<file path="src/rtl/mips_defines.svh">
`ifndef MIPS_DEFINES_SVH
`define MIPS_DEFINES_SVH

// Datapath and address widths
`define MIPS_XLEN       32
`define MIPS_REG_AW     5
`define MIPS_IM_AW      6
`define MIPS_DM_AW      6

`define MIPS_IM_DEPTH   (1 << `MIPS_IM_AW)
`define MIPS_DM_DEPTH   (1 << `MIPS_DM_AW)
`define MIPS_NREGS      (1 << `MIPS_REG_AW)

// Opcodes, instr[31:26]
`define OP_RTYPE        6'h00
`define OP_ADDIU        6'h09
`define OP_LW           6'h23
`define OP_SW           6'h2b
`define OP_HALT         6'h3f

// Function codes, instr[5:0]
`define FN_ADDU         6'h21
`define FN_SUBU         6'h23
`define FN_AND          6'h24
`define FN_OR           6'h25
`define FN_SLT          6'h2a

`endif

</file>
<file path="src/rtl/mips_pkg.sv">
`include "mips_defines.svh"

package mips_pkg;

    typedef logic [`MIPS_XLEN-1:0]   word_t;
    typedef logic [`MIPS_REG_AW-1:0] reg_addr_t;

    typedef enum logic [2:0] {
        ALU_ADD,
        ALU_SUB,
        ALU_AND,
        ALU_OR,
        ALU_SLT
    } alu_op_e;

    // IF/ID
    typedef struct packed {
        word_t      instr;
        logic       halt;
    } if_id_t;

    // ID/EX
    typedef struct packed {
        alu_op_e    alu_op;
        logic       imm_sel;    // Operand b from immediate
        word_t      op_a;
        word_t      op_b;
        word_t      imm;        // Sign extended
        reg_addr_t  dest;
        logic       reg_write;
        logic       mem_read;
        logic       mem_write;
        logic       halt;
    } id_ex_t;

    // EX/MEM
    typedef struct packed {
        word_t      alu_result;
        word_t      store_data;
        reg_addr_t  dest;
        logic       reg_write;
        logic       mem_read;
        logic       mem_write;
        logic       halt;
    } ex_mem_t;

    // Writeback bus into the register bank
    typedef struct packed {
        logic       reg_write;
        reg_addr_t  dest;
        word_t      data;
    } wb_t;

endpackage

</file>
<file path="src/rtl/execute_stage.sv">
`timescale 1ns/1ps

module execute_stage
    import mips_pkg::*;
(
    input  id_ex_t  i_ex,
    output ex_mem_t o_mem
);

    word_t op_b;
    word_t result;

    assign op_b = i_ex.imm_sel ? i_ex.imm : i_ex.op_b;

    always_comb begin
        case (i_ex.alu_op)
            ALU_ADD: result = i_ex.op_a + op_b;
            ALU_SUB: result = i_ex.op_a - op_b;
            ALU_AND: result = i_ex.op_a & op_b;
            ALU_OR:  result = i_ex.op_a | op_b;
            ALU_SLT: result = word_t'($signed(i_ex.op_a) < $signed(op_b));
            default: result = '0;
        endcase
    end

    // Store data is always rt, never the immediate
    assign o_mem = '{
        alu_result: result,
        store_data: i_ex.op_b,
        dest:       i_ex.dest,
        reg_write:  i_ex.reg_write,
        mem_read:   i_ex.mem_read,
        mem_write:  i_ex.mem_write,
        halt:       i_ex.halt
    };

endmodule

</file>
<file path="config.mk">
export PLATFORM = sky130hd
export DESIGN_NAME = execute_stage
export DESIGN_NICKNAME = d
export VERILOG_FILES = /design/src/rtl/mips_pkg.sv /design/src/rtl/execute_stage.sv
export VERILOG_INCLUDE_DIRS = /design/src /design/src/rtl
export SDC_FILE = /design/constraint.sdc
export NUM_CORES = 1
export LEC_CHECK = 0
export ABC_AREA = 0
export BUFFER_PORTS_ARGS = -buffer_cell sky130_fd_sc_hd__buf_4
export CAP_MARGIN = 10
export CELL_PAD_IN_SITES_DETAIL_PLACEMENT = 0
export CELL_PAD_IN_SITES_GLOBAL_PLACEMENT = 1
export CORE_MARGIN = 4
export CORE_UTILIZATION = 35
export DETAILED_ROUTE_END_ITERATION = 6
export PLACE_DENSITY = 0.81
export SLEW_MARGIN = 30
export SYNTH_ARGS = -nofsm -noshare
export SYNTH_HDL_FRONTEND = slang
export SYNTH_SLANG_ARGS = --single-unit
</file>
<file path="constraint.sdc">
create_clock -name vclk -period 7.45
set_input_delay 0.3725 -clock vclk [all_inputs]
set_output_delay 0.3725 -clock vclk [all_outputs]
set_load 0.05 [all_outputs]
</file>
==> metrics.md <==
| Metric | Value |
|---|---|
| Status | finished, final reports clean |
| # port buffers | 164 |
| Synth warnings | 0 |
| Core Footprint | 0.0154 mm2 |
| Final GP Congestion | around 0.9 |
| Seq. cell area | 0 um2 |
| Core Rows | 45 |
| Total congestion overflow | 0 |
| Detail Placement HPWL | 14.7 mm |
| Flop pwr share | 0 |
| Simple-gate share of the synthesized area | 0.163 |
| Crit-path max FO | 32 |
| Synth Area in XOR/XNOR | 0.0441 |
| Final setup viols | 0 |
| Synth Area in Compound Gates | 0.317 |
| Final wirelength | 18.3 mm |
| Cell-internal power | 247 uW |
| Max Clk Rate | about 220 MHz |
| First drt pass iteration count | 5 |
| Post-synthesis sequential area ratio | 0 |
| Actual slew at the worst max-slew pin | approximately 0.89 ns |
| Post-Syn Nets | 1041 |
| Worst Path Required | slightly above 7 ns |
| Final period util | 0.599 |
| Initial Utilization | 0.361 |
| Syn Area/Cell | 6.74 um2 |
| Fillers | 1675 |
| Clock power share | 0 |
| Critical Path Start Type | primary input |
| Die height | 134 um |
| Vias in the first global route | 5772 |
| Ant. Diodes | 0 |
| Power Density | 103 mW/mm2 |
| Post-Place Cell Area | 0.00659 mm2 |
| Post-synth cell types | 71 |
| Critical path class | primary input to primary output |
| Max_cap viols | 0 |
| Synth cell count leaders | 106 x ha_1, 98 x inv_1, 88 x a21oi_1, 87 x nor2_1, 48 x o21ai_0 |
| Final min period | approximately 4.5 ns |
| RSZ-0062 raised after global routing | no |
| Crit. End Element | primary output |
| Dominant combinational cell family by area after synthesis | compound AO/OA/AOI/OAI gates |
| Final sequential cell count | 0 |
| Die area | 0.0180 mm2 |
| Comb pwr share | 1.000 |
| Finished Cell Area | 0.00659 mm2 |
| Leakage | between 3 and 4 nW |
| Via count | 5975 |
| Clock buffer cells | 0 |
| Hold-fix buffers, CTS | 0 |
| Final setup TNS | 0 ns |
| Initial DRC count | 453 |
| Post-Syn Area | roughly 0.0056 mm2 |
| Most common cell in the synthesized netlist | ha_1 |
| Worst Path Arrival | 4.09 ns |
| Synth area leaders | ha_1 24%, a21oi_1 7.9%, mux2i_1 6.8% |
| Sw frac | 0.637 |
| VDD IR max | 0.0685 mV |
| Multiplexer area fraction after synthesis | 0.0786 |
| Synth Instances | roughly 820 |
| Cell taking the most area after synthesis | ha_1 |
| DRC | 0 |
| Hold WC Path Type | primary input to primary output |
| Total GRT Usage | 0.190 |
| Initial antenna violation count | 0 |
| Routed Antenna Nets | 0 |
| I/O pin total | 182 |
| Worst relative slew slack | 0.407 |
| CTS resizes | 0 |
| Setup Fix Bufs, Post-CTS | 0 |
| First-pass GRT wire length | 29.1 mm |
| Hold Fails Final Rpt | 0 |
| Layout area overhead | 18.6% |
| Largest net degree at the start of global routing | 92 |
| DR WL/cell | 16.3 um |
| Overall power | just under 700 uW |
| Adder-cell share of the synthesized area | 0.246 |
| Slew Limit Fails | 0 |
| Share of cells above drive strength 1 | 0.199 |
| DR vias/cell | 5.33 |
| Nets | 1128 |
| Share of the synthesized area in the top cell type | 0.239 |
| Net load switching power | between 400 and 500 uW |
| Chip width | 134 um |
## placed cells by master, fill, tap and decap left out, types with 4 or more instances in the layout
master	instances
a211oi_1	13
a21o_1	11
a21oi_1	88
a31oi_1	7
and3_1	4
buf_4	165
ha_1	106
inv_1	98
mux2i_1	38
nand2_1	45
nand2b_1	4
nand3_1	16
nand4_1	6
nor2_1	87
nor2b_1	6
nor3_1	12
nor4_1	5
o211ai_1	11
o21a_1	9
o21ai_0	48
o21ai_1	6
o21bai_1	14
o22ai_1	13
o31ai_1	7
or3_1	4
xnor2_1	24
xor2_1	4
## routing by layer
metal  share of wire  GRT usage
met5               0          0
met4           0.018     0.0389
met3           0.055     0.0143
met2            0.45      0.321
met1            0.48      0.266
## power by group through the flow
stage / combinational, mW / sequential [mW] / clock, mW
finish: 0.682 / 0 / 0
detailed placement: 0.677 / 0 / 0
global placement: 0.679 / 0 / 0
global route: 0.742 / 0 / 0
floorplan: 0.505 / 0 / 0
CTS: 0.680 / 0 / 0
## cells by family after synthesis
kind of cell,Yosys count
compound gates,267
simple gates,200
buf+inv,180
fa+ha+maj,108
mux,41
xor+xnor,28
## area by class of cell
cell class,count,area (um2),share of cell area
inverters,100,375,0.0569
multi-input cells,644,4710,0.715
well taps,211,264,0.0401
repair buffers,165,1240,0.188
## path summary, 6_finish.rpt
check  slack (ns)         to       from  depth (start not counted)
min          0.75   o_mem[0]    i_ex[0]                          0
max          2.99  o_mem[41]  i_ex[105]                         15
## per-stage QoR
stage / instances / util / setup WS (ns) / hold slack [ns]
floorplan: 824 / - / 2.72 / 0.912
global route: 1120 / 0.429 / 2.66 / 0.745
finish: 1120 / 0.429 / 2.99 / 0.745
detailed placement: 1120 / 0.429 / 2.99 / 0.745
global placement: 1120 / 0.429 / 3.05 / 0.745
CTS: 1120 / 0.429 / 2.97 / 0.745
## critical path, stage by stage
cell,delay (ns)
buf_4,0.46
mux2i_1,0.32
inv_1,0.10
ha_1,0.22
fa_1,0.41
nor2_1,0.19
o311ai_2,0.15
a211oi_1,0.35
o21ai_1,0.16
a21oi_1,0.34
o221ai_2,0.21
o21ai_1,0.21
and4_1,0.22
o221ai_1,0.14
buf_4,0.22
Power figures use the tool's default switching activity.
