$ cat config.mk
export PLATFORM = sky130hd
export DESIGN_NAME = decode_stage
export DESIGN_NICKNAME = d
export VERILOG_FILES = /design/src/rtl/mips_pkg.sv /design/src/rtl/reg_bank.sv /design/src/rtl/decode_stage.sv
export VERILOG_INCLUDE_DIRS = /design/src /design/src/rtl
export SDC_FILE = /design/constraint.sdc
export NUM_CORES = 2
export LEC_CHECK = 0
export ABC_AREA = 0
export CAP_MARGIN = 20
export CORE_ASPECT_RATIO = 1.4
export CORE_MARGIN = 5
export CORE_UTILIZATION = 55
export CTS_CLUSTER_SIZE = 12
export DETAILED_ROUTE_END_ITERATION = 8
export DONT_BUFFER_PORTS = 1
export PLACE_DENSITY = 0.7
export REMOVE_ABC_BUFFERS = 1
export SKIP_CTS_REPAIR_TIMING = 1
export SYNTH_ARGS = -nofsm -noshare
export SYNTH_HDL_FRONTEND = slang
export SYNTH_SLANG_ARGS = --single-unit
$ cat constraint.sdc
create_clock -name i_clock -period 2.43 [get_ports i_clock]
set_input_delay 0.1215 -clock i_clock [delete_from_list [all_inputs] [get_ports i_clock]]
set_output_delay 0.1215 -clock i_clock [all_outputs]
set_load 0.01 [all_outputs]
$ cat src/rtl/mips_defines.svh
`ifndef MIPS_DEFINES_SVH
`define MIPS_DEFINES_SVH

// Datapath and address widths
`define MIPS_XLEN       32
`define MIPS_REG_AW     5
`define MIPS_IM_AW      6
`define MIPS_DM_AW      6

`define MIPS_IM_DEPTH   (1 << `MIPS_IM_AW)
`define MIPS_DM_DEPTH   (1 << `MIPS_DM_AW)
`define MIPS_NREGS      (1 << `MIPS_REG_AW)

// Opcodes, instr[31:26]
`define OP_RTYPE        6'h00
`define OP_ADDIU        6'h09
`define OP_LW           6'h23
`define OP_SW           6'h2b
`define OP_HALT         6'h3f

// Function codes, instr[5:0]
`define FN_ADDU         6'h21
`define FN_SUBU         6'h23
`define FN_AND          6'h24
`define FN_OR           6'h25
`define FN_SLT          6'h2a

`endif

$ cat src/rtl/mips_pkg.sv
`include "mips_defines.svh"

package mips_pkg;

    typedef logic [`MIPS_XLEN-1:0]   word_t;
    typedef logic [`MIPS_REG_AW-1:0] reg_addr_t;

    typedef enum logic [2:0] {
        ALU_ADD,
        ALU_SUB,
        ALU_AND,
        ALU_OR,
        ALU_SLT
    } alu_op_e;

    // IF/ID
    typedef struct packed {
        word_t      instr;
        logic       halt;
    } if_id_t;

    // ID/EX
    typedef struct packed {
        alu_op_e    alu_op;
        logic       imm_sel;    // Operand b from immediate
        word_t      op_a;
        word_t      op_b;
        word_t      imm;        // Sign extended
        reg_addr_t  dest;
        logic       reg_write;
        logic       mem_read;
        logic       mem_write;
        logic       halt;
    } id_ex_t;

    // EX/MEM
    typedef struct packed {
        word_t      alu_result;
        word_t      store_data;
        reg_addr_t  dest;
        logic       reg_write;
        logic       mem_read;
        logic       mem_write;
        logic       halt;
    } ex_mem_t;

    // Writeback bus into the register bank
    typedef struct packed {
        logic       reg_write;
        reg_addr_t  dest;
        word_t      data;
    } wb_t;

endpackage

$ cat src/rtl/reg_bank.sv
`timescale 1ns/1ps
`include "mips_defines.svh"

module reg_bank
    import mips_pkg::*;
(
    input  logic      i_clock,
    input  logic      i_arst_n,
    input  reg_addr_t i_rs,
    input  reg_addr_t i_rt,
    input  reg_addr_t i_dbg_addr,
    input  wb_t       i_wb,
    output word_t     o_rs_data,
    output word_t     o_rt_data,
    output word_t     o_dbg_data
);

    word_t regs [`MIPS_NREGS];

    always_ff @(posedge i_clock or negedge i_arst_n) begin
        if (!i_arst_n) begin
            for (int i = 0; i < `MIPS_NREGS; i++) begin
                regs[i] <= '0;
            end
        end else if (i_wb.reg_write && i_wb.dest != '0) begin
            regs[i_wb.dest] <= i_wb.data;
        end
    end

    // Write-through read, r0 pinned to zero even against a writeback to it
    function automatic word_t read_port(input reg_addr_t addr, input word_t stored,
                                        input wb_t wb);
        if (addr == '0) begin
            return '0;
        end
        if (wb.reg_write && wb.dest == addr) begin
            return wb.data;
        end
        return stored;
    endfunction

    assign o_rs_data  = read_port(i_rs, regs[i_rs], i_wb);
    assign o_rt_data  = read_port(i_rt, regs[i_rt], i_wb);
    assign o_dbg_data = read_port(i_dbg_addr, regs[i_dbg_addr], i_wb);

endmodule

$ cat src/rtl/decode_stage.sv
`timescale 1ns/1ps
`include "mips_defines.svh"

module decode_stage
    import mips_pkg::*;
(
    input  logic      i_clock,
    input  logic      i_arst_n,
    input  if_id_t    i_if,
    input  wb_t       i_wb,
    input  reg_addr_t i_rb_address,
    output word_t     o_rb_data,
    output id_ex_t    o_ex
);

    logic [5:0] opcode;
    logic [5:0] funct;
    reg_addr_t  rs;
    reg_addr_t  rt;
    reg_addr_t  rd;
    word_t      rs_data;
    word_t      rt_data;
    word_t      imm_ext;
    logic       valid;

    assign opcode  = i_if.instr[31:26];
    assign rs      = i_if.instr[25:21];
    assign rt      = i_if.instr[20:16];
    assign rd      = i_if.instr[15:11];
    assign funct   = i_if.instr[5:0];
    assign imm_ext = {{16{i_if.instr[15]}}, i_if.instr[15:0]};

    reg_bank u_reg_bank (
        .i_clock    (i_clock),
        .i_arst_n   (i_arst_n),
        .i_rs       (rs),
        .i_rt       (rt),
        .i_dbg_addr (i_rb_address),
        .i_wb       (i_wb),
        .o_rs_data  (rs_data),
        .o_rt_data  (rt_data),
        .o_dbg_data (o_rb_data)
    );

    always_comb begin
        o_ex      = '0;
        o_ex.op_a = rs_data;
        o_ex.op_b = rt_data;
        o_ex.imm  = imm_ext;
        o_ex.dest = rt;         // I-type target
        valid     = 1'b1;
        case (opcode)
            `OP_RTYPE: begin
                o_ex.dest      = rd;
                o_ex.reg_write = 1'b1;
                case (funct)
                    `FN_ADDU: o_ex.alu_op = ALU_ADD;
                    `FN_SUBU: o_ex.alu_op = ALU_SUB;
                    `FN_AND:  o_ex.alu_op = ALU_AND;
                    `FN_OR:   o_ex.alu_op = ALU_OR;
                    `FN_SLT:  o_ex.alu_op = ALU_SLT;
                    default:  valid = 1'b0;     // Includes the zero nop
                endcase
            end
            `OP_ADDIU: begin
                o_ex.imm_sel   = 1'b1;
                o_ex.reg_write = 1'b1;
            end
            `OP_LW: begin
                o_ex.imm_sel   = 1'b1;
                o_ex.reg_write = 1'b1;
                o_ex.mem_read  = 1'b1;
            end
            `OP_SW: begin
                o_ex.imm_sel   = 1'b1;
                o_ex.mem_write = 1'b1;
            end
            `OP_HALT: o_ex.halt = i_if.halt;
            default:  valid = 1'b0;
        endcase
        if (!valid) begin
            o_ex = '0;
        end
    end

endmodule

==> metrics <==
status complete, but fails checks; failing checks hold timing, slew limit, setup timing; DR DRC count 0; Ys Warns 0; ratio of cells with drive above 1 in the final layout 57.5%; Distinct cells, synth 70; Core ar. 116000 um^2; CP arrival 3.70 ns; Setup crit end kind output pin; max_slew headroom -87.2%; nets 4428; antenna violation net count after detailed routing 0; RSZ-0062 raised after global routing yes; FFs w/ async S/R, synth 100%; CTS Buf Count 102; Die H 413 um; Die Area 123000 um^2; CTS root buf clkbuf_16; Worst path max stage delay 1.40 ns; WL per Instance 39.3 um; Port Buffers 0; global route overflow 0; Cell Area, Synth 63900 um^2; Layout Area Growth over Synthesis 12.9%; row cnt ~150; Max VDD drop 553 uV; buffers and inverters on the worst path 1; crit path max-delay cell type or4_4; largest net degree at the start of global routing 1025; Hold WC Path Type in2async; number of synthesized flops with an enable pin 0; register area 25600 um^2; most frequent cells in the layout 1021 x dfrtp_1, 993 x mux2_2, 723 x mux4_2; critical path, cell by cell or4_4 > buf_12 > and3_1 > a211o_2; Tmin final approximately 3.8 ns; area of the multi-input gates 37400 um^2; critical path type in2out; Clock Skew 0 ns; crit path max fanout roughly 300; Worst Tran Pin Value about 2.8 ns; worst path required time roughly 2.3 ns; final WL 232000 um; register area share after synthesis 40.1%; number of global-route vias before repair 46700; die width 298 um; Tcrit/Tclk final 157%; Initial Util 55.1%; Setup violations, final 96; Max Cap Violations 0; Synth Flop Type dfrtp_1; Pre-Repair DR Iteration Count 6; fmax 0.262 GHz; Largest regs u_reg_bank.regs: 1024 flops; GRT Overall Usage 36.7%; I/O Pins 219; Setup WS post-layout -1.39 ns; CP delay by family, top simple AND/OR/NAND/NOR gates; post-synth top area cell dfrtp_1; final hold violation count 298; flops & latches, synth 1024; clock sink count around 1000; synthesized instance count 4413; fill cell count 8519; Pwr Density 724 nW/um^2; Max Root-Sink Buffers 3; Clock transition at path regs about 0.07 ns; area share of the largest cell type after synthesis approximately two fifths; H-tree depth 3; Post-DP HPWL 130000 um; gpl congestion between 0.8 and 0.9; FF-to-FF path depth 2; Pins Over Slew Limit 285; vias per cell between 7 and 8; Hold WS -0.909 ns; Largest register FFs approximately 1000; antenna violations before repair 4; ranking of synthesized cells by area dfrtp_1 40%, mux4_2 25%, mux2_2 18%; TritonCTS clock tree built; Clock Latency Late Sink 0.72 ns; DR vias 46100; first-pass GRT wire length 329000 um; Static Leak 29.9 nW; average size of a mapped cell 14.5 um^2; DR iter-0 viols 5848; startpoint type of the worst setup path primary input; most common cell after layout, fill and taps aside dfrtp_1; largest reg by FF count u_reg_bank.regs; Levels on crit path 4; dpl ws -0.386 ns; Tot Pwr around 0.052 W
-- final timing paths --
path / start / slack, ns / endpoint
setup / recovery: i_rb_address[0] / -1.39 / o_rb_data[4]
hold / removal: i_arst_n / -0.91 / u_reg_bank.regs[502]
setup reg to reg: u_reg_bank.regs[468] / 1.04 / u_reg_bank.regs[468]
hold reg to reg: u_reg_bank.regs[1013] / 0.42 / u_reg_bank.regs[1013]
max in group asynchronous: i_arst_n / 0.38 / u_reg_bank.regs[103]
min in group i_clock: i_wb[34] / 0.08 / u_reg_bank.regs[483]
-- area by class of cell --
type | count | area share [%]
Multi-Input combinational cell | 2826 | 51.8
Sequential cell | 1024 | 35.5
Inverter | 5 | 0.0277
Timing Repair Buffer | 391 | 5.71
Clock inverter | 13 | 0.224
Clock buffer | 146 | 4.07
Antenna cell | 6 | 0.0208
Tap cell | 1500 | 2.60
-- per-layer routing --
layer	wire length (um)	track usage, %	vias up
li1	-	-	17500
met1	79200	44.9	24300
met2	107000	57.0	3347
met3	26100	9.95	936
met4	19800	25.8	0
met5	0	0	-
-- where the power goes --
part           switching [W]  internal, W
clock                0.00694      0.00860
combinational        0.00475      0.00844
sequential           0.00318       0.0203
-- stage by stage --
| step | TNS, ns | hold WS [ns] | util, % | instance area, um^2 | cells |
|---|---|---|---|---|---|
| floorplan | -98.11 | -0.174 | - | 61000 | 3855 |
| finish | -69.18 | -0.909 | 62.2 | 72100 | 5911 |
| CTS | -27.76 | -0.913 | 59.7 | 69200 | 5801 |
| global route | -20.19 | -0.925 | 62.2 | 72100 | 5909 |
| detailed placement | -4.30 | -0.136 | 57.0 | 66100 | 5642 |
| global placement | -5.15 | -0.134 | 57.0 | 66100 | 5640 |
-- synth_stat cells (all sizes together) (37+ instances only) --
cell,number
clkbuf,265
a22oi,96
buf,293
o22ai,113
mux2i,195
mux2,993
dfrtp,1024
a21oi,42
nor2,117
o21ai,63
nand2,56
mux4,723
a22o,37
-- kinds of logic after synthesis --
logic type / after synthesis / synth area share, %
xor gates and xnor gates: 17 / 0.233
buffers and inverters: 563 / 4.49
and+or+nand+nor: 368 / 3.01
DFF: 1024 / 40.1
AOI/OAI and AO/OA: 530 / 6.12
muxes: 1911 / 46.0
Note: power is estimated with default switching activity, not from simulation.
