**src/rtl/mips_defines.svh**
```systemverilog
`ifndef MIPS_DEFINES_SVH
`define MIPS_DEFINES_SVH

// Datapath and address widths
`define MIPS_XLEN       32
`define MIPS_REG_AW     5
`define MIPS_IM_AW      6
`define MIPS_DM_AW      6

`define MIPS_IM_DEPTH   (1 << `MIPS_IM_AW)
`define MIPS_DM_DEPTH   (1 << `MIPS_DM_AW)
`define MIPS_NREGS      (1 << `MIPS_REG_AW)

// Opcodes, instr[31:26]
`define OP_RTYPE        6'h00
`define OP_ADDIU        6'h09
`define OP_LW           6'h23
`define OP_SW           6'h2b
`define OP_HALT         6'h3f

// Function codes, instr[5:0]
`define FN_ADDU         6'h21
`define FN_SUBU         6'h23
`define FN_AND          6'h24
`define FN_OR           6'h25
`define FN_SLT          6'h2a

`endif

```
**src/rtl/mips_pkg.sv**
```systemverilog
`include "mips_defines.svh"

package mips_pkg;

    typedef logic [`MIPS_XLEN-1:0]   word_t;
    typedef logic [`MIPS_REG_AW-1:0] reg_addr_t;

    typedef enum logic [2:0] {
        ALU_ADD,
        ALU_SUB,
        ALU_AND,
        ALU_OR,
        ALU_SLT
    } alu_op_e;

    // IF/ID
    typedef struct packed {
        word_t      instr;
        logic       halt;
    } if_id_t;

    // ID/EX
    typedef struct packed {
        alu_op_e    alu_op;
        logic       imm_sel;    // Operand b from immediate
        word_t      op_a;
        word_t      op_b;
        word_t      imm;        // Sign extended
        reg_addr_t  dest;
        logic       reg_write;
        logic       mem_read;
        logic       mem_write;
        logic       halt;
    } id_ex_t;

    // EX/MEM
    typedef struct packed {
        word_t      alu_result;
        word_t      store_data;
        reg_addr_t  dest;
        logic       reg_write;
        logic       mem_read;
        logic       mem_write;
        logic       halt;
    } ex_mem_t;

    // Writeback bus into the register bank
    typedef struct packed {
        logic       reg_write;
        reg_addr_t  dest;
        word_t      data;
    } wb_t;

endpackage

```
**src/rtl/fetch_stage.sv**
```systemverilog
`timescale 1ns/1ps
`include "mips_defines.svh"

module fetch_stage
    import mips_pkg::*;
(
    input  logic                   i_clock,
    input  logic                   i_arst_n,
    input  logic                   i_pc_enable,
    input  logic                   i_im_write_enable,
    input  logic [`MIPS_IM_AW-1:0] i_im_address,
    input  word_t                  i_im_data,
    output word_t                  o_pc_value,
    output if_id_t                 o_if
);

    word_t  imem [`MIPS_IM_DEPTH];
    word_t  pc;
    word_t  instr;
    logic   is_halt;
    logic   halted;

    assign instr   = imem[pc[`MIPS_IM_AW+1:2]];   // Word index from byte PC
    assign is_halt = (instr[31:26] == `OP_HALT);

    // Debug load only while the core is stopped
    always_ff @(posedge i_clock) begin
        if (i_im_write_enable && !i_pc_enable) begin
            imem[i_im_address] <= i_im_data;
        end
    end

    always_ff @(posedge i_clock or negedge i_arst_n) begin
        if (!i_arst_n) begin
            pc     <= '0;
            halted <= 1'b0;
        end else if (i_pc_enable && !halted) begin
            pc <= pc + 4;
            if (is_halt) begin
                halted <= 1'b1;     // PC rests one word past halt
            end
        end
    end

    assign o_pc_value = pc;

    // Bubbles once halted
    always_comb begin
        o_if = '0;
        if (!halted) begin
            o_if.instr = instr;
            o_if.halt  = is_halt;
        end
    end

endmodule

```
**config.mk**
```make
export PLATFORM = sky130hd
export DESIGN_NAME = fetch_stage
export DESIGN_NICKNAME = d
export VERILOG_FILES = /design/src/rtl/mips_pkg.sv /design/src/rtl/fetch_stage.sv
export VERILOG_INCLUDE_DIRS = /design/src /design/src/rtl
export SDC_FILE = /design/constraint.sdc
export NUM_CORES = 2
export LEC_CHECK = 0
export ABC_AREA = 1
export BUFFER_PORTS_ARGS = -buffer_cell sky130_fd_sc_hd__buf_2
export CORE_ASPECT_RATIO = 0.75
export CORE_MARGIN = 5
export CORE_UTILIZATION = 35
export CTS_BUF_LIST = sky130_fd_sc_hd__clkbuf_8
export DETAILED_ROUTE_END_ITERATION = 8
export GPL_ROUTABILITY_DRIVEN = 0
export SYNTH_ARGS = -nofsm -noshare
export SYNTH_HDL_FRONTEND = slang
export SYNTH_SLANG_ARGS = --single-unit
```
**constraint.sdc**
```tcl
create_clock -name i_clock -period 3.1 [get_ports i_clock]
set_clock_uncertainty 0.1 [all_clocks]
set_input_delay 0.62 -clock i_clock [delete_from_list [all_inputs] [get_ports i_clock]]
set_output_delay 0.62 -clock i_clock [all_outputs]
set_load 0.02 [all_outputs]
```
==> results.txt <==
top cell type by total area after synthesis -> sky130_fd_sc_hd__edfxtp_1
top flip-flop cell by instance count after synthesis -> sky130_fd_sc_hd__edfxtp_1
Setup Total Neg Slack -> -33,050 ps
clk sinks -> 2,079
detailed-route DRC error count -> 0
TritonCTS buffer count -> 330
Maximum Capacitance Violations -> 0
Hold Violations, Final -> 0
pin count of the biggest net entering global routing -> 65
clk slew on worst S/H paths -> 60 ps
Crit-path slowest cell -> sky130_fd_sc_hd__dfrtp_4
Util after Layout -> 0.4214
vias in the first global route -> 53.35k
violations in the final reports -> negative setup slack
synthesis-to-finish area growth -> 19.99%
cell chain of the critical path -> inv_12, buf_4, buf_6, nor2_1, o21ai_1, nand2_1, a21oi_1, buf_4, o211ai_1, a21oi_2, buf_4, buf_2
final worst-path cycle share -> 1.346
standard cell core area -> 234,700 um2
worst endpoint required time -> 2380 ps
worst setup slack before clock tree synthesis -> -303.5 ps
cell seen most often among critical-path stages -> sky130_fd_sc_hd__buf_4
number of search-and-repair iterations in the first detailed-routing pass -> 6
count of buffer and inverter cells on the critical path -> 6
path class of the lowest-slack min-delay path -> primary input to flip-flop
Final Slew Violations -> 0
IO Count -> 107
final-stage net count -> 7,014
normalized max-slew margin -> 0.1756
setup ws final -> -1072 ps
synthesized netlist cell count -> 6,380
arrival time of data at the critical path endpoint -> 3450 ps
beginning of the worst hold path -> i_im_data[18]
placed standard-cell area -> 91,080 um2
Avg Synthesized Cell Area -> 12.92 um2
wirelength, routed -> 260,300 um
placed cells -> 9,681
Crit Path Max Fanout -> 28
cell area after synthesis -> 82,430 um2
logic gate share of total power -> 0.063
clock latency on the worst-skew pair -> 950 ps
P_sw -> 13.10 mW
post-synthesis cell type count -> 36
post-layout instance area -> 98,900 um2
Period minus WS final -> 4172 ps
top post-synthesis cells by area -> sky130_fd_sc_hd__edfxtp_1, sky130_fd_sc_hd__o21ai_0, sky130_fd_sc_hd__nor2_1, sky130_fd_sc_hd__nand2_1, sky130_fd_sc_hd__nand3_1
critical path's top delay family -> buffers and inverters
worst slack on hold paths -> 101.9 ps
number of I/O port buffers -> 104
routed vias/inst -> 5.508
Sequential Power Share -> 0.556
worst slew pin tran -> 1237 ps
stage delay of the slowest cell on the critical path -> 560 ps
antenna violations before repair -> 19
overflow left after global routing -> 0
clock share of power -> 0.381
flip-flop and latch count after synthesis -> 2,079
power after layout -> 55.84 mW
initial standard-cell utilization of the core -> 0.3512
area of the die -> 245,400 um2
slack of the worst reg-to-reg path -> -1060 ps
Cell Rows -> 154
post-detail-place hpwl -> 149,000 um
Warnings, synthesis -> 0
Worst Setup Start Kind -> flip-flop
Power per Cell Area -> 564.6 nW/um2
P_int -> 42.74 mW
root buffer selected by CTS -> sky130_fd_sc_hd__clkbuf_8
DIE HEIGHT -> 430.3 um
Wirelength per Cell -> 25.17 um
Antenna Nets Post-Route -> 0
top cell type's share of synthesized area -> 0.7461
DRC marker count from the first detailed-route iteration -> 6,995
timing startpoint of the critical path -> o_pc_value[2]
deepest clock path buffer count -> 4
unrepaired setup endpoints after global routing -> yes
static leakage -> 33.60 nW
clock tree from TritonCTS -> built
via count -> 56.96k
sequential-to-total area share from yosys stat -> 0.7555
proportion of total power due to net switching -> 0.2346
Critical Path Sink Type -> output pin
total track usage -> 0.2042
total setup violations reported at the end of the flow -> 34
reg2reg start -> o_pc_value[3]
count of H-tree levels built during CTS -> 5
achievable frequency -> 0.2397 GHz
global-route wire length before repair -> 373,500 um
type of the worst setup path -> flip-flop to output pin
peak supply drop -> 0.3102 mV
Post-synth EDFFs -> 2,048
result of the run -> finished, violations left
ys async rst share -> 0.01491
Die X -> 570.4 um
non-filler cells in the finished layout -> 10.34k
fraction of final layout cells with drive strength greater than 1 -> 0.1709
==> layout make-up <==
cell class                      count  area (um2)
Sequential cell                  2079       62290
Clock inverter                    235        1067
Inverter                          171       690.7
Tap cell                         3120        3904
Timing Repair Buffer              689        7994
Clock buffer                      342        4707
Antenna cell                        6       15.01
Fill cell                       21420      135800
Multi-Input combinational cell   3700       18240
==> routing by layer <==
| layer | track usage | vias up | wire length, um |
|---|---|---|---|
| met1 | 0.3060 | 28380 | 109600 |
| met5 | 0 | - | 33 |
| li1 | - | 24660 | - |
| met2 | 0.2984 | 3469 | 112900 |
| met3 | 0.04465 | 457 | 31000 |
| met4 | 0.05717 | 4 | 6761 |
==> layout by cell type (no fill, tap or decap), types with 6 or more instances in the layout <==
master / n
sky130_fd_sc_hd__diode_2: 6
sky130_fd_sc_hd__o21ai_0: 909
sky130_fd_sc_hd__nand3_1: 323
sky130_fd_sc_hd__xnor2_1: 11
sky130_fd_sc_hd__nand4_1: 29
sky130_fd_sc_hd__inv_1: 255
sky130_fd_sc_hd__a21oi_2: 14
sky130_fd_sc_hd__buf_6: 29
sky130_fd_sc_hd__clkbuf_8: 342
sky130_fd_sc_hd__buf_12: 151
sky130_fd_sc_hd__o211ai_1: 78
sky130_fd_sc_hd__o21ai_1: 36
sky130_fd_sc_hd__inv_6: 6
sky130_fd_sc_hd__clkinv_1: 98
sky130_fd_sc_hd__buf_2: 82
sky130_fd_sc_hd__dlygate4sd3_1: 8
sky130_fd_sc_hd__nor2_4: 69
sky130_fd_sc_hd__o22ai_1: 239
sky130_fd_sc_hd__o221ai_1: 124
sky130_fd_sc_hd__nor2_1: 1108
sky130_fd_sc_hd__nor2_2: 16
sky130_fd_sc_hd__buf_16: 27
sky130_fd_sc_hd__inv_2: 6
sky130_fd_sc_hd__dfrtp_1: 25
sky130_fd_sc_hd__nand2_2: 10
sky130_fd_sc_hd__buf_4: 368
sky130_fd_sc_hd__clkinv_2: 25
sky130_fd_sc_hd__xor2_1: 15
sky130_fd_sc_hd__edfxtp_1: 2048
sky130_fd_sc_hd__bufbuf_16: 13
sky130_fd_sc_hd__a21oi_1: 69
sky130_fd_sc_hd__clkbuf_16: 6
sky130_fd_sc_hd__nand3_2: 27
sky130_fd_sc_hd__nand2_1: 590
==> power groups by stage <==
stage | clock network, mW | registers [mW] | logic [mW]
2_1_floorplan | 0 | 31.6 | 1.55
3_3_place_gp | 0 | 31.6 | 3.08
3_5_place_dp | 0 | 31.6 | 3.12
4_1_cts | 21.7 | 31.0 | 3.41
5_1_grt | 23.0 | 31.0 | 3.80
6_report | 21.3 | 31.0 | 3.53
==> cells by family after synthesis <==
logic type	count (synthesis)	synth area share
AOI/OAI and AO/OA	1486	0.1022
xor gates and xnor gates	26	0.002763
adders and majority gates	1	0.0001518
buffers and inverters	602	0.03288
DFF	2079	0.7555
other	1	0.00004550
and+or+nand+nor	2185	0.1065
==> flip-flops by register name, indices dropped and copies added, names as in the netlist <==
register and cells:
o_pc_value 30, halted 1, imem 2048
==> worst paths after layout <==
check | end | cells after the start
max in group asynchronous | o_pc_value[17] | 3
min in group asynchronous | o_pc_value[14] | 2
max reg2reg | halted | 30
min reg2reg | o_pc_value[31] | 1
min | imem[47][18] | 1
max | o_if[15] | 12
==> repair_timing <==
action	in CTS	in global routing
hold buffers	8	0
pin swaps	15	32
cloned	19	6
hold endpoints to repair	65	0
buffers inserted	36	11
resized for setup	123	92
endpoints found under the setup margin	33	34
==> synthesized netlist by cell type, types with 4 or more instances <==
cell / instances
sky130_fd_sc_hd__buf_4: 46
sky130_fd_sc_hd__nand3_1: 349
sky130_fd_sc_hd__buf_6: 11
sky130_fd_sc_hd__a21oi_1: 83
sky130_fd_sc_hd__buf_1: 30
sky130_fd_sc_hd__o22ai_1: 244
sky130_fd_sc_hd__o221ai_1: 125
sky130_fd_sc_hd__dfrtp_1: 31
sky130_fd_sc_hd__inv_2: 4
sky130_fd_sc_hd__edfxtp_1: 2048
sky130_fd_sc_hd__o21ai_1: 24
sky130_fd_sc_hd__nand2_1: 598
sky130_fd_sc_hd__clkbuf_1: 188
sky130_fd_sc_hd__or2_2: 4
sky130_fd_sc_hd__o211ai_1: 78
sky130_fd_sc_hd__nor2_1: 1189
sky130_fd_sc_hd__a31oi_1: 5
sky130_fd_sc_hd__xor2_1: 15
sky130_fd_sc_hd__o21ai_0: 924
sky130_fd_sc_hd__xnor2_1: 11
sky130_fd_sc_hd__buf_2: 156
sky130_fd_sc_hd__nor3_1: 5
sky130_fd_sc_hd__inv_1: 164
sky130_fd_sc_hd__nand4_1: 29
Note: power is estimated with default switching activity, not from simulation.
